[config.mk]
export PLATFORM = sky130hd
export DESIGN_NAME = play_render
export DESIGN_NICKNAME = d
export VERILOG_FILES = /design/src/hdl/render_pkg.sv /design/src/hdl/card_board.sv /design/src/hdl/play_render.sv /design/src/hdl/scene_compose.sv /design/src/hdl/sprite_rom.sv /design/src/hdl/unit_pixel_pipe.sv
export SDC_FILE = /design/constraint.sdc
export NUM_CORES = 1
export LEC_CHECK = 0
export BUFFER_PORTS_ARGS = -buffer_cell sky130_fd_sc_hd__buf_2
export CORE_MARGIN = 2
export CORE_UTILIZATION = 60
export DETAILED_ROUTE_END_ITERATION = 16
export PLACE_DENSITY = 0.95
export SYNTH_ARGS = -nofsm -noshare
export SYNTH_HDL_FRONTEND = slang
export SYNTH_SLANG_ARGS = --single-unit
[constraint.sdc]
create_clock -name clk_25MHz -period 8.15 [get_ports clk_25MHz]
set_clock_uncertainty 0.2 [all_clocks]
set_input_delay 1.63 -clock clk_25MHz [delete_from_list [all_inputs] [get_ports clk_25MHz]]
set_output_delay 1.63 -clock clk_25MHz [all_outputs]
set_load 0.02 [all_outputs]
[src/hdl/render_pkg.sv]
package render_pkg;

    // unit and card slot counts
    localparam int NUM_UNITS = 4;
    localparam int NUM_CARDS = 4;
    localparam int NUM_KINDS = 4;

    typedef logic [9:0]  coord_t;
    typedef logic [11:0] rgb_t;
    typedef logic [4:0]  cooldown_t;

    // visible area and playfield split
    localparam coord_t SCREEN_W         = 10'd640;
    localparam coord_t SCREEN_H         = 10'd480;
    localparam coord_t PLAYFIELD_BOTTOM = 10'd270;

    // background bands
    localparam coord_t SKY_END     = 10'd140;
    localparam coord_t PATH_TOP    = 10'd170;
    localparam coord_t PATH_BOTTOM = 10'd230;

    // card row on the lower board
    localparam coord_t CARD_LEFT0  = 10'd105;
    localparam coord_t CARD_PITCH  = 10'd110;
    localparam coord_t CARD_TOP    = 10'd290;
    localparam coord_t CARD_W      = 10'd100;
    localparam coord_t CARD_H      = 10'd80;
    localparam coord_t CARD_BORDER = 10'd2;
    localparam coord_t CD_STEP     = 10'd3;

    localparam int SPRITE_SCALE_SHIFT = 1;
    localparam int RENDER_LATENCY     = 3;

    localparam rgb_t COL_SKY   = 12'h2BF;
    localparam rgb_t COL_GRASS = 12'h5B2;
    localparam rgb_t COL_PATH  = 12'hDA5;
    localparam rgb_t COL_BOARD = 12'hFB7;
    localparam rgb_t COL_WHITE = 12'hFFF;
    localparam rgb_t COL_RED   = 12'hF00;
    localparam rgb_t COL_BLACK = 12'h000;
    localparam rgb_t COL_GREY  = 12'h666;

    typedef enum logic [1:0] {
        KIND_KNIGHT = 2'd0,
        KIND_ARCHER = 2'd1,
        KIND_SLIME  = 2'd2,
        KIND_BAT    = 2'd3
    } unit_kind_e;

    // code 3 is see-through
    typedef enum logic [1:0] {
        CODE_WHITE = 2'd0,
        CODE_BLACK = 2'd1,
        CODE_RED   = 2'd2,
        CODE_CLEAR = 2'd3
    } sprite_code_e;

    // x and y are the top-left corner on screen
    typedef struct packed {
        logic       exist;
        unit_kind_e kind;
        coord_t     x;
        coord_t     y;
    } unit_t;

    typedef struct packed {
        logic         hit;
        sprite_code_e code;
    } unit_hit_t;

    // sprite size in sprite pixels, indexed by kind
    localparam logic [4:0] SPRITE_W [NUM_KINDS] = '{5'd16, 5'd12, 5'd10, 5'd14};
    localparam logic [4:0] SPRITE_H [NUM_KINDS] = '{5'd12, 5'd16, 5'd8, 5'd10};

endpackage

[src/hdl/card_board.sv]
`timescale 1ns/10ps

module card_board (
    input  logic                  clk_25MHz,
    input  logic                  rst_n,
    input  render_pkg::coord_t    h_cnt,
    input  render_pkg::coord_t    v_cnt,
    input  render_pkg::cooldown_t cooldowns [render_pkg::NUM_CARDS],
    output logic                  card_hit,
    output render_pkg::rgb_t      card_colour
);
    import render_pkg::*;

    localparam int IDX_W = $clog2(NUM_CARDS);

    logic             in_row;
    logic             card_found;
    logic [IDX_W-1:0] card_idx;
    coord_t           col_ofs;
    coord_t           row_ofs;
    logic             on_border;

    logic             found_d1;
    logic             border_d1;
    coord_t           col_d1;
    cooldown_t        cd_d1;
    logic             shade;

    function automatic coord_t card_left(input int idx);
        return CARD_LEFT0 + coord_t'(idx) * CARD_PITCH;
    endfunction

    assign in_row  = (v_cnt >= CARD_TOP) && (v_cnt < CARD_TOP + CARD_H);
    assign row_ofs = v_cnt - CARD_TOP;

    // cards never overlap, so at most one matches
    always_comb begin
        card_found = 1'b0;
        card_idx   = '0;
        col_ofs    = '0;
        for (int i = 0; i < NUM_CARDS; i++) begin
            if (in_row && h_cnt >= card_left(i) && h_cnt < card_left(i) + CARD_W) begin
                card_found = 1'b1;
                card_idx   = IDX_W'(i);
                col_ofs    = h_cnt - card_left(i);
            end
        end
    end

    assign on_border = (col_ofs < CARD_BORDER) || (col_ofs >= CARD_W - CARD_BORDER)
                    || (row_ofs < CARD_BORDER) || (row_ofs >= CARD_H - CARD_BORDER);

    always_ff @(posedge clk_25MHz) begin
        if (!rst_n) begin
            found_d1 <= 1'b0;
            card_hit <= 1'b0;
        end else begin
            found_d1 <= card_found;
            card_hit <= found_d1;
        end
    end

    // shade grows from the right edge as cooldown falls
    assign shade = (cd_d1 != '0) && (col_d1 > coord_t'(cd_d1) * CD_STEP);

    always_ff @(posedge clk_25MHz) begin
        border_d1 <= on_border;
        col_d1    <= col_ofs;
        cd_d1     <= cooldowns[card_idx];
        if (border_d1) begin
            card_colour <= COL_BLACK;
        end else if (shade) begin
            card_colour <= COL_GREY;
        end else begin
            card_colour <= COL_WHITE;
        end
    end

endmodule

[src/hdl/play_render.sv]
`timescale 1ns/10ps

module play_render (
    input  logic                  clk_25MHz,
    input  logic                  rst_n,
    input  render_pkg::coord_t    h_cnt,
    input  render_pkg::coord_t    v_cnt,
    input  render_pkg::unit_t     units [render_pkg::NUM_UNITS],
    input  render_pkg::cooldown_t cooldowns [render_pkg::NUM_CARDS],
    output render_pkg::rgb_t      pixel
);
    import render_pkg::*;

    unit_hit_t unit_hits [NUM_UNITS];
    logic      card_hit;
    rgb_t      card_colour;

    coord_t    h_d1;
    coord_t    h_d2;
    coord_t    v_d1;
    coord_t    v_d2;

    genvar gi;
    generate
        for (gi = 0; gi < NUM_UNITS; gi++) begin : g_unit
            unit_pixel_pipe u_unit_pipe (
                .clk_25MHz (clk_25MHz),
                .rst_n     (rst_n),
                .h_cnt     (h_cnt),
                .v_cnt     (v_cnt),
                .unit      (units[gi]),
                .hit       (unit_hits[gi])
            );
        end
    endgenerate

    card_board u_card_board (
        .clk_25MHz   (clk_25MHz),
        .rst_n       (rst_n),
        .h_cnt       (h_cnt),
        .v_cnt       (v_cnt),
        .cooldowns   (cooldowns),
        .card_hit    (card_hit),
        .card_colour (card_colour)
    );

    // coordinate follows the unit and card pipes by two stages
    // off-screen reset value keeps pixel black while the pipe refills
    always_ff @(posedge clk_25MHz) begin
        if (!rst_n) begin
            h_d1 <= SCREEN_W;
            h_d2 <= SCREEN_W;
            v_d1 <= SCREEN_H;
            v_d2 <= SCREEN_H;
        end else begin
            h_d1 <= h_cnt;
            h_d2 <= h_d1;
            v_d1 <= v_cnt;
            v_d2 <= v_d1;
        end
    end

    scene_compose u_scene_compose (
        .clk_25MHz   (clk_25MHz),
        .rst_n       (rst_n),
        .h_cnt       (h_d2),
        .v_cnt       (v_d2),
        .unit_hits   (unit_hits),
        .card_hit    (card_hit),
        .card_colour (card_colour),
        .pixel       (pixel)
    );

endmodule

[src/hdl/scene_compose.sv]
`timescale 1ns/10ps

module scene_compose (
    input  logic                  clk_25MHz,
    input  logic                  rst_n,
    input  render_pkg::coord_t    h_cnt,
    input  render_pkg::coord_t    v_cnt,
    input  render_pkg::unit_hit_t unit_hits [render_pkg::NUM_UNITS],
    input  logic                  card_hit,
    input  render_pkg::rgb_t      card_colour,
    output render_pkg::rgb_t      pixel
);
    import render_pkg::*;

    logic         unit_found;
    sprite_code_e unit_code;
    rgb_t         unit_colour;
    rgb_t         band_colour;
    rgb_t         next_pixel;

    // first hit wins, so lower index is on top
    always_comb begin
        unit_found = 1'b0;
        unit_code  = CODE_CLEAR;
        for (int i = 0; i < NUM_UNITS; i++) begin
            if (!unit_found && unit_hits[i].hit) begin
                unit_found = 1'b1;
                unit_code  = unit_hits[i].code;
            end
        end
    end

    always_comb begin
        case (unit_code)
            CODE_WHITE: unit_colour = COL_WHITE;
            CODE_RED:   unit_colour = COL_RED;
            default:    unit_colour = COL_BLACK;
        endcase
    end

    // fixed scenery behind the units
    always_comb begin
        if (v_cnt >= PATH_TOP && v_cnt < PATH_BOTTOM) begin
            band_colour = COL_PATH;
        end else if (v_cnt >= SKY_END) begin
            band_colour = COL_GRASS;
        end else begin
            band_colour = COL_SKY;
        end
    end

    always_comb begin
        if (h_cnt >= SCREEN_W || v_cnt >= SCREEN_H) begin
            next_pixel = COL_BLACK;
        end else if (v_cnt < PLAYFIELD_BOTTOM) begin
            next_pixel = unit_found ? unit_colour : band_colour;
        end else begin
            next_pixel = card_hit ? card_colour : COL_BOARD;
        end
    end

    always_ff @(posedge clk_25MHz) begin
        if (!rst_n) begin
            pixel <= COL_BLACK;
        end else begin
            pixel <= next_pixel;
        end
    end

endmodule

[src/hdl/sprite_rom.sv]
`timescale 1ns/10ps

module sprite_rom (
    input  logic                     clk_25MHz,
    input  render_pkg::unit_kind_e   kind,
    input  logic [3:0]               lx,
    input  logic [3:0]               ly,
    output render_pkg::sprite_code_e code
);
    import render_pkg::*;

    // 4x4 blocks of sprite pixels share one code
    logic [1:0] block_x;
    logic [1:0] block_y;
    logic [1:0] code_sum;

    assign block_x = lx[3:2];
    assign block_y = ly[3:2];

    // kind shifts the pattern so each unit looks different
    // 2-bit sum wraps modulo 4
    assign code_sum = block_x + block_y + kind;

    // one lookup per cycle, registered like a block ram read
    always_ff @(posedge clk_25MHz) begin
        code <= sprite_code_e'(code_sum);
    end

endmodule

[src/hdl/unit_pixel_pipe.sv]
`timescale 1ns/10ps

module unit_pixel_pipe (
    input  logic                  clk_25MHz,
    input  logic                  rst_n,
    input  render_pkg::coord_t    h_cnt,
    input  render_pkg::coord_t    v_cnt,
    input  render_pkg::unit_t     unit,
    output render_pkg::unit_hit_t hit
);
    import render_pkg::*;

    // end of the scaled box, one bit wider so x + 2w cannot wrap
    logic [10:0] x_end;
    logic [10:0] y_end;
    coord_t      dx;
    coord_t      dy;
    logic        in_box;

    // stage 1
    logic        in_box_d1;
    unit_kind_e  kind_d1;
    logic [3:0]  lx_d1;
    logic [3:0]  ly_d1;

    // stage 2
    logic         in_box_d2;
    sprite_code_e code;

    assign x_end = {1'b0, unit.x} + (11'(SPRITE_W[unit.kind]) << SPRITE_SCALE_SHIFT);
    assign y_end = {1'b0, unit.y} + (11'(SPRITE_H[unit.kind]) << SPRITE_SCALE_SHIFT);

    assign dx = h_cnt - unit.x;
    assign dy = v_cnt - unit.y;

    // right and bottom edges are exclusive
    assign in_box = unit.exist
                 && (h_cnt >= unit.x) && ({1'b0, h_cnt} < x_end)
                 && (v_cnt >= unit.y) && ({1'b0, v_cnt} < y_end);

    always_ff @(posedge clk_25MHz) begin
        if (!rst_n) begin
            in_box_d1 <= 1'b0;
            in_box_d2 <= 1'b0;
        end else begin
            in_box_d1 <= in_box;
            in_box_d2 <= in_box_d1;
        end
    end

    // sprite address, only meaningful when in_box
    always_ff @(posedge clk_25MHz) begin
        kind_d1 <= unit.kind;
        lx_d1   <= dx[SPRITE_SCALE_SHIFT +: 4];
        ly_d1   <= dy[SPRITE_SCALE_SHIFT +: 4];
    end

    sprite_rom u_sprite_rom (
        .clk_25MHz (clk_25MHz),
        .kind      (kind_d1),
        .lx        (lx_d1),
        .ly        (ly_d1),
        .code      (code)
    );

    // clear code lets the next source show through
    assign hit.hit  = in_box_d2 && (code != CODE_CLEAR);
    assign hit.code = code;

endmodule

==> flow_metrics.py, run 1 <==
metrics = {
    "clock_tree": {
        "clk_latency_ns": 0.34,
        "cts.htree.levels": 3,
        "cts_sinks": 96,
        "cts_tree": "yes",
        "clk_pin_slew_ns": 0.06,
        "hold_buffers": 0,
        "cts_buffers": 9,
        "post_cts_resized": 0,
        "clock_path_buffers": 2,
        "clockRootBuffer": "clkbuf_16",
        "post_cts_buffers": 0,
    },
    "route": {
        "routed_wl_mm": 24.16,
        "dr.pass1.iters": 5,
        "num_vias": 8826,
        "wire_per_inst_um": 16.21,
        "drt_iter0_drc": 534,
        "via_per_inst": 5.923,
        "drtAntennaViolNets": 0,
        "drc": 0,
    },
    "critical_path": {
        "setup.worst_path.start": "h_cnt[0]",
        "slowest_delay_ns": 0.47,
        "worstSetupPathType": "primary input to register",
        "rr_startpoint": "u_card_board.cd_d1[1]",
        "path_cells": "buf_2 > inv_1 > ha_1 > nand2b_1 > a2111oi_2 > o22a_1 > mux2i_1 > a2111oi_0 > nor3_1 > nor4_2 > or3b_1 > o211ai_1",
        "cp-end-kind": "register",
        "cp-start-kind": "primary input",
        "crit_arrival_ns": 4.80,
        "crit_slowest_cell": "a2111oi_0",
        "critPathRequiredTime_ns": 8.22,
        "crit_fanout": 10,
    },
    "synth": {
        "netlist_instances": 1137,
        "ys_seq_elements": 96,
        "synthesis.nets": 1480,
        "synthArstFlopShare_pct": 0,
        "synth_edf_count": 0,
        "ys_warn_count": 0,
        "syn_area_per_cell_um2": 8.439,
        "ys_types": 74,
        "synth_ff_type": "dfxtp_1",
        "syn-cell-area_um2": 9595,
        "yosysSeqAreaShare_pct": 20.03,
    },
    "hold_path": {
        "holdCritPathClass": "register to register",
        "hold_path_startpoint": "u_card_board.border_d1",
    },
    "floorplan": {
        "ios": 146,
        "initial_core_util_pct": 60.85,
        "die_h_um": 130.5,
        "die_width_um": 130.5,
        "die-area_um2": 17020,
        "core_region_area_um2": 15770,
        "num_rows": 46,
    },
    "sta": {
        "setup_ws_ns": 3.415,
        "slew_headroom_pct": 48.32,
        "setup-tns-final_ns": 0,
        "tightest_slew_ns": 0.7723,
        "finalHoldViolCount": 0,
        "setup_viol": 0,
        "maxSlewViolCount": 0,
        "max_freq_mhz": 211.2,
        "final.period_utilization_pct": 58.10,
        "grt_setup_unrepaired": "false",
        "post-route-min-period_ns": 4.735,
    },
    "cells_and_area": {
        "multi_input_area_um2": 7020,
        "area_growth_pct": 12.26,
        "nets": 1612,
        "final_cell_mix": "196 x ha_1, 145 x buf_2, 141 x inv_1",
        "layout-drive-gt1-share_pct": 14.29,
        "final_common_cell": "ha_1",
        "diodes": 0,
        "seq_area_um2": 1922,
        "fillers": 1225,
    },
    "global_route": {
        "grt_first_pass_wirelength_mm": 38.98,
        "antenna_found_initial": 0,
        "first_global_vias": 8621,
        "grt_max_degree": 36,
        "grtUsageTotal_pct": 28.76,
        "overflow": 0,
    },
    "power": {
        "p_per_area_nw_per_um2": 142.5,
        "leakage_nw": 5.509,
        "peakVddDrop_mv": 0.1323,
    },
    "placement": {
        "place.gp.congestion": 0.9566,
        "post-place-ws_ns": 3.142,
        "numPortBuffers": 145,
        "hpwlAfterDp_mm": 18.96,
    },
    "status": {
        "status": "completed",
    },
    "job": {
        "maxCapViolations": 0,
    },
}
registers in the layout (all words and copies together) (netlist names):
signal                                count
g_unit.u_unit_pipe.in_box_d1              4
g_unit.u_unit_pipe.in_box_d2              4
g_unit.u_unit_pipe.kind_d1                8
g_unit.u_unit_pipe.lx_d1                  8
g_unit.u_unit_pipe.ly_d1                  8
g_unit.u_unit_pipe.u_sprite_rom.code      8
h_d1                                      3
h_d2                                      3
u_card_board.border_d1                    1
u_card_board.card_colour                  2
u_card_board.card_hit                     1
u_card_board.cd_d1                        5
u_card_board.col_d1                      10
u_card_board.found_d1                     1
u_scene_compose.pixel                    12
v_d1                                      9
v_d2                                      9
area by class of cell:
class,instances,share of cell area (%)
inverter,141,4.913
sequential,96,17.84
clock buffer,9,2.091
tap,216,2.509
timing repair buffer,145,6.737
clock inverter,7,0.7318
multi-input combinational,876,65.18
path summary, 6_finish.rpt:
kind	end	slack, ns	cells after the start
max	u_card_board.border_d1	3.41	12
min	u_card_board.card_colour[10]	0.20	1
max reg2reg	u_card_board.card_colour[8]	5.52	12
min reg2reg	u_card_board.card_colour[10]	0.20	1
worst max-delay path: cells and delay by family:
family                   cells  cell delay, ns
AO/OA/AOI/OAI                4            1.33
adder cells (fa/ha/maj)      1            0.36
buffers and inverters        2            0.48
multiplexers                 1            0.15
AND/OR/NAND/NOR              4            0.85
power by group:
| group | switching [mW] | internal, mW |
|---|---|---|
| Clock | 0.186 | 0.241 |
| Sequential | 0.0279 | 0.524 |
| Combinational | 0.299 | 0.258 |
cells in the mapped netlist (13+ instances only):
library cell  instances  area share, %
ha_1                196             26
inv_1               141            5.5
dfxtp_1              96             20
a21oi_1              83            4.3
xnor2_1              65            5.9
o21ai_0              59            3.1
a21o_1               57            4.5
nand2_1              54            2.1
nor2_1               38            1.5
nand2b_1             28            1.8
nor3_1               27            1.4
o21a_1               25            2.0
and2_1               22            1.4
nor2b_1              20            1.3
xor2_1               17            1.6
nand3_1              15           0.78
clkbuf_1             14           0.55
fa_1                 13            2.7
cell families (layout without fill, tap and decap cells):
group	after synthesis	count (layout)	share of synthesized area (%)
flops	96	96	20.03
compound gates	320	320	22.34
xor+xnor	82	82	7.485
fa+ha+maj	209	209	28.27
buf+inv	165	302	6.807
mux	3	3	0.3260
simple gates	262	262	14.75
per-layer routing:
layer | up-vias | track usage [%] | part of all wire (%)
met5 | - | 0 | 0
met4 | 0 | 12.27 | 3.7
met3 | 78 | 3.176 | 6.4
met2 | 350 | 51.52 | 49
met1 | 4097 | 35.07 | 41
li1 | 4301 | - | -
through the flow:
| step | cells | util, % | area, um2 | hold WS [ns] | power, mW |
|---|---|---|---|---|---|
| 2_1_floorplan | 1137 | - | 9595 | 0.1523 | 0.9387 |
| 3_3_place_gp | 1474 | 66.38 | 10470 | 0.1818 | 1.073 |
| 3_5_place_dp | 1474 | 66.38 | 10470 | 0.1846 | 1.108 |
| 4_1_cts | 1490 | 68.30 | 10770 | 0.2020 | 1.536 |
| 5_1_grt | 1490 | 68.30 | 10770 | 0.2123 | 1.637 |
| 6_report | 1490 | 68.30 | 10770 | 0.1963 | 1.535 |
(Power assumes the default switching activity.)
==> inputs of run 2 (changes only) <==
- CORE_UTILIZATION: 60 -> 53
- PLACE_DENSITY: 0.95 -> 0.89
- clock period: 8.15 -> 4.2 ns (I/O delays scaled with it)
==> run 2 against run 1 <==
Net effect: clock power is 88% higher; core utilization is 7.0 points lower; via count is 1.7% higher; non-clock buffer count is 20 higher; combinational power is 97% higher; first-iteration DRC count is 2.8% lower; critical path depth is 1 lower; largest power group unchanged.
==> flow_metrics.py, run 2 (synthesized netlist as in run 1, its figures left out) <==
metrics = {
    "critical_path": {
        "reg2regPathDepth": 12,
        "worstSetupPathType": "primary input to register",
        "critPathTopFamily": "simple AND/OR/NAND/NOR gates",
        "cp-start-kind": "primary input",
        "setup.worst_path.start": "h_cnt[1]",
        "crit_slowest_cell": "nor2_2",
        "rr_startpoint": "u_card_board.cd_d1[1]",
        "crit_arrival_ns": 3.76,
        "crit_fanout": 15,
        "r2r_setup_slack_ns": 1.46,
        "path_cells": "buf_2 > inv_1 > ha_1 > nor2b_1 > o22ai_1 > o22a_1 > nor2_2 > a22oi_1 > o211a_1 > or3b_1 > o211ai_1",
        "cp_num_buf_inv": 2,
        "cp-end-kind": "register",
        "worstReg2RegEnd": "u_card_board.card_colour[8]",
        "critPathRequiredTime_ns": 4.27,
        "slowest_delay_ns": 0.51,
    },
    "route": {
        "wire_per_inst_um": 16.45,
        "num_vias": 8979,
        "via_per_inst": 5.888,
        "drc": 0,
        "drt_iter0_drc": 519,
        "drtAntennaViolNets": 0,
        "routed_wl_mm": 25.09,
        "dr.pass1.iters": 7,
    },
    "placement": {
        "place_inst": 1507,
        "hpwlAfterDp_mm": 20.23,
        "placed_area_um2": 10630,
        "numPortBuffers": 145,
        "place.gp.congestion": 0.9787,
        "post-place-ws_ns": 0.2385,
    },
    "hold_path": {
        "holdPathEnd": "u_card_board.card_colour[10]",
        "min_path_cells": 1,
        "hold_path_startpoint": "u_card_board.border_d1",
        "holdCritPathClass": "register to register",
    },
    "clock_tree": {
        "cts_buffers": 9,
        "post_cts_buffers": 0,
        "clk_pin_slew_ns": 0.07,
        "clockRootBuffer": "clkbuf_16",
        "post_cts_resized": 0,
        "cts.htree.levels": 3,
        "clk_latency_ns": 0.35,
        "hold_buffers": 0,
        "clock_path_buffers": 2,
        "cts_sinks": 96,
        "cts_tree": "yes",
    },
    "sta": {
        "setup_viol": 0,
        "hold_ws_ns": 0.1948,
        "grt_setup_unrepaired": "false",
        "maxSlewViolCount": 0,
        "post-route-min-period_ns": 3.690,
        "tightest_slew_ns": 0.7666,
        "slew_headroom_pct": 48.71,
        "finalHoldViolCount": 0,
        "max_freq_mhz": 271.0,
        "setup_ws_ns": 0.5096,
        "setup-tns-final_ns": 0,
        "final.period_utilization_pct": 87.87,
    },
    "power": {
        "leakage_nw": 5.605,
        "peakVddDrop_mv": 0.2586,
        "p_per_area_nw_per_um2": 271.0,
        "p_total_mw": 2.964,
    },
    "cells_and_area": {
        "final_cell_area_um2": 10940,
        "multi_input_area_um2": 7020,
        "largest_reg_flops": 12,
        "area_growth_pct": 14.00,
        "seq_area_um2": 1922,
        "nets": 1632,
        "reg_top3": "u_scene_compose.pixel x12, u_card_board.col_d1 x10",
        "final_core_util_pct": 61.32,
        "fillers": 1476,
        "largest_register": "u_scene_compose.pixel",
        "final_cell_mix": "196 x ha_1, 145 x buf_2, 141 x inv_1",
        "final_cells": 1525,
        "final_common_cell": "ha_1",
        "layout-drive-gt1-share_pct": 15.61,
    },
    "floorplan": {
        "ios": 146,
        "die_h_um": 138.6,
        "core_region_area_um2": 17840,
        "num_rows": 49,
        "die_width_um": 138.6,
        "die-area_um2": 19200,
        "initial_core_util_pct": 53.78,
    },
    "global_route": {
        "grt_max_degree": 36,
        "overflow": 0,
        "first_global_vias": 8624,
        "antenna_found_initial": 2,
        "grt_first_pass_wirelength_mm": 40.35,
        "grtUsageTotal_pct": 25.59,
    },
    "job": {
        "maxCapViolations": 0,
    },
    "status": {
        "status": "completed",
    },
}
run 2: changes by cell type in the layout (fill, tap and decap cells not counted), sizes merged:
cell      previous run  this run
buf                145       165
bufinv               1         0
clkinv               2         4
clkinvlp             2         1
diode                0         2
run 2: worst max-delay path by stage:
stage	end	slack (ns)	cells after the start
6_report	u_card_board.border_d1	0.51	11
2_1_floorplan	u_card_board.border_d1	0.56	12
3_3_place_gp	u_card_board.border_d1	0.34	12
3_5_place_dp	u_card_board.border_d1	0.24	11
4_1_cts	u_card_board.border_d1	0.57	11
5_1_grt	u_card_board.border_d1	0.27	12
run 2: layout make-up:
cell class / count / area share (%)
Sequential cell: 96 / 17.57
Clock buffer: 9 / 2.059
Timing Repair Buffer: 165 / 8.006
Inverter: 141 / 4.838
Tap cell: 229 / 2.619
Clock inverter: 7 / 0.6863
Multi-Input combinational cell: 876 / 64.18
Antenna cell: 2 / 0.04575
run 2: power by group:
group,switching [mW],total [mW],leakage [nW],internal [mW]
logic,0.584,1.10,4.67,0.513
clock network,0.386,0.803,0.142,0.418
registers,0.0487,1.06,0.795,1.02
total,1.02,2.96,5.60,1.95
run 2: routing by layer:
layer	share of wire (%)	track usage, %	vias up
met1	40	30.28	4140
met3	7.1	4.696	96
met4	5.1	13.00	0
li1	-	-	4346
met5	0	0	-
met2	48	44.45	397
==> inputs of run 3 (changes only) <==
- PLACE_DENSITY: 0.89 -> 0.76
==> run 3 against run 2 <==
Net effect: sequential power about the same; setup slack got worse by 0.091 ns; global-route usage decreased by 0.21 points; clock-buffer cell count increased by 1; largest cell class unchanged; die area unchanged; critical endpoint unchanged; critical path type unchanged.
==> flow_metrics.py, run 3 (synthesized netlist as in run 1, its figures left out) <==
metrics = {
    "clock_tree": {
        "cts_sinks": 96,
        "clockRootBuffer": "clkbuf_16",
        "cts_tree": "yes",
        "post_cts_resized": 0,
        "hold_buffers": 0,
        "cts.htree.levels": 3,
        "clock_path_buffers": 2,
        "clk_latency_ns": 0.35,
        "clk_pin_slew_ns": 0.07,
        "post_cts_buffers": 0,
        "cts_buffers": 9,
    },
    "sta": {
        "maxSlewViolCount": 0,
        "finalHoldViolCount": 0,
        "setup_viol": 0,
        "slew_headroom_pct": 46.54,
        "max_freq_mhz": 264.4,
        "final.period_utilization_pct": 90.04,
        "hold_ws_ns": 0.1762,
        "tightest_slew_ns": 0.7990,
        "grt_setup_unrepaired": "false",
        "post-route-min-period_ns": 3.782,
        "setup-tns-final_ns": 0,
    },
    "hold_path": {
        "holdCritPathClass": "register to register",
        "min_path_cells": 1,
    },
    "critical_path": {
        "reg2regPathDepth": 12,
        "critPathRequiredTime_ns": 4.22,
        "cp-start-kind": "primary input",
        "worstSetupPathType": "primary input to register",
        "crit_fanout": 14,
        "crit_arrival_ns": 3.80,
        "crit_slowest_cell": "nor2_1",
        "path_cells": "buf_2 > nor3b_1 > o21ai_1 > or3_4 > nor2_1 > o21ai_0 > a31oi_1 > nor4_2 > or3b_1 > o211ai_1",
        "slowest_delay_ns": 0.66,
        "cp-end-kind": "register",
    },
    "power": {
        "peakVddDrop_mv": 0.2925,
        "leakage_nw": 5.636,
        "p_per_area_nw_per_um2": 269.6,
    },
    "floorplan": {
        "ios": 146,
        "initial_core_util_pct": 53.78,
        "die-area_um2": 19200,
        "die_width_um": 138.6,
        "num_rows": 49,
        "die_h_um": 138.6,
        "core_region_area_um2": 17840,
    },
    "cells_and_area": {
        "final_core_util_pct": 61.50,
        "area_growth_pct": 14.36,
        "fillers": 1585,
        "largest_register": "u_scene_compose.pixel",
        "largest_reg_flops": 12,
        "final_common_cell": "ha_1",
        "layout-drive-gt1-share_pct": 16.00,
        "diodes": 0,
        "reg_top3": "u_scene_compose.pixel x12, u_card_board.col_d1 x10",
        "final_cell_mix": "196 x ha_1, 145 x buf_2, 141 x inv_1",
        "nets": 1638,
    },
    "route": {
        "drc": 0,
        "dr.pass1.iters": 5,
        "wire_per_inst_um": 16.18,
        "num_vias": 8567,
        "drtAntennaViolNets": 0,
        "routed_wl_mm": 24.73,
        "drt_iter0_drc": 371,
        "via_per_inst": 5.603,
    },
    "global_route": {
        "antenna_found_initial": 0,
        "grtUsageTotal_pct": 25.38,
        "overflow": 0,
        "first_global_vias": 8267,
        "grt_first_pass_wirelength_mm": 39.65,
        "grt_max_degree": 36,
    },
    "placement": {
        "place.gp.congestion": 0.9356,
        "hpwlAfterDp_mm": 20.26,
        "numPortBuffers": 145,
    },
    "job": {
        "maxCapViolations": 0,
    },
    "status": {
        "status": "completed",
    },
}
-- run 3: cell count changes in the layout (fill, tap and decap cells not counted) --
cell        delta
inv_8          +1
clkbuf_8       +1
inv_6          +2
diode_2        -2
clkinv_4       -1
clkinv_8       -2
clkinvlp_4     -1
buf_4          +6
-- run 3: worst max-delay path: cells and delay by family --
kind	cells	cell delay, ns
simple gates	5	1.89
compound gates	4	0.89
buf+inv	1	0.18
-- run 3: path summary, 6_finish.rpt --
path	startpoint	endpoint	slack (ns)
max	v_cnt[7]	u_card_board.border_d1	0.42
min	u_card_board.border_d1	u_card_board.card_colour[10]	0.18
max reg2reg	u_card_board.cd_d1[1]	u_card_board.card_colour[8]	1.56
min reg2reg	u_card_board.border_d1	u_card_board.card_colour[10]	0.18
-- run 3: per-stage QoR --
step / setup WS, ns / cell area (um2) / total power, mW / instances
2_1_floorplan: 0.5632 / 9595 / 1.822 / 1137
3_3_place_gp: 0.1298 / 10680 / 2.127 / 1513
3_5_place_dp: 0.1325 / 10680 / 2.163 / 1513
4_1_cts: 0.4774 / 10970 / 2.975 / 1529
5_1_grt: 0.2692 / 10970 / 3.168 / 1529
6_report: 0.4185 / 10970 / 2.958 / 1529
-- run 3: metal layers --
layer	GRT usage [%]	vias up	share of wire, %
li1	-	4352	-
met1	32.09	3949	44
met2	45.10	230	48
met3	3.695	36	5.2
met4	7.143	0	2.2
met5	0	-	0
-- run 3: cell type report --
class,count,area [um2],area share [%]
repair buffers,171,920.9,8.392
multi-input cells,876,7020,63.98
clock buffers,10,239.0,2.178
clock inverters,6,55.05,0.5017
flip-flops and latches,96,1922,17.51
well taps,229,286.5,2.611
inverters,141,529.3,4.823
-- run 3: where the power goes --
group,switching [mW],internal [mW]
clock network,0.373,0.431
logic,0.573,0.513
registers,0.0522,1.02
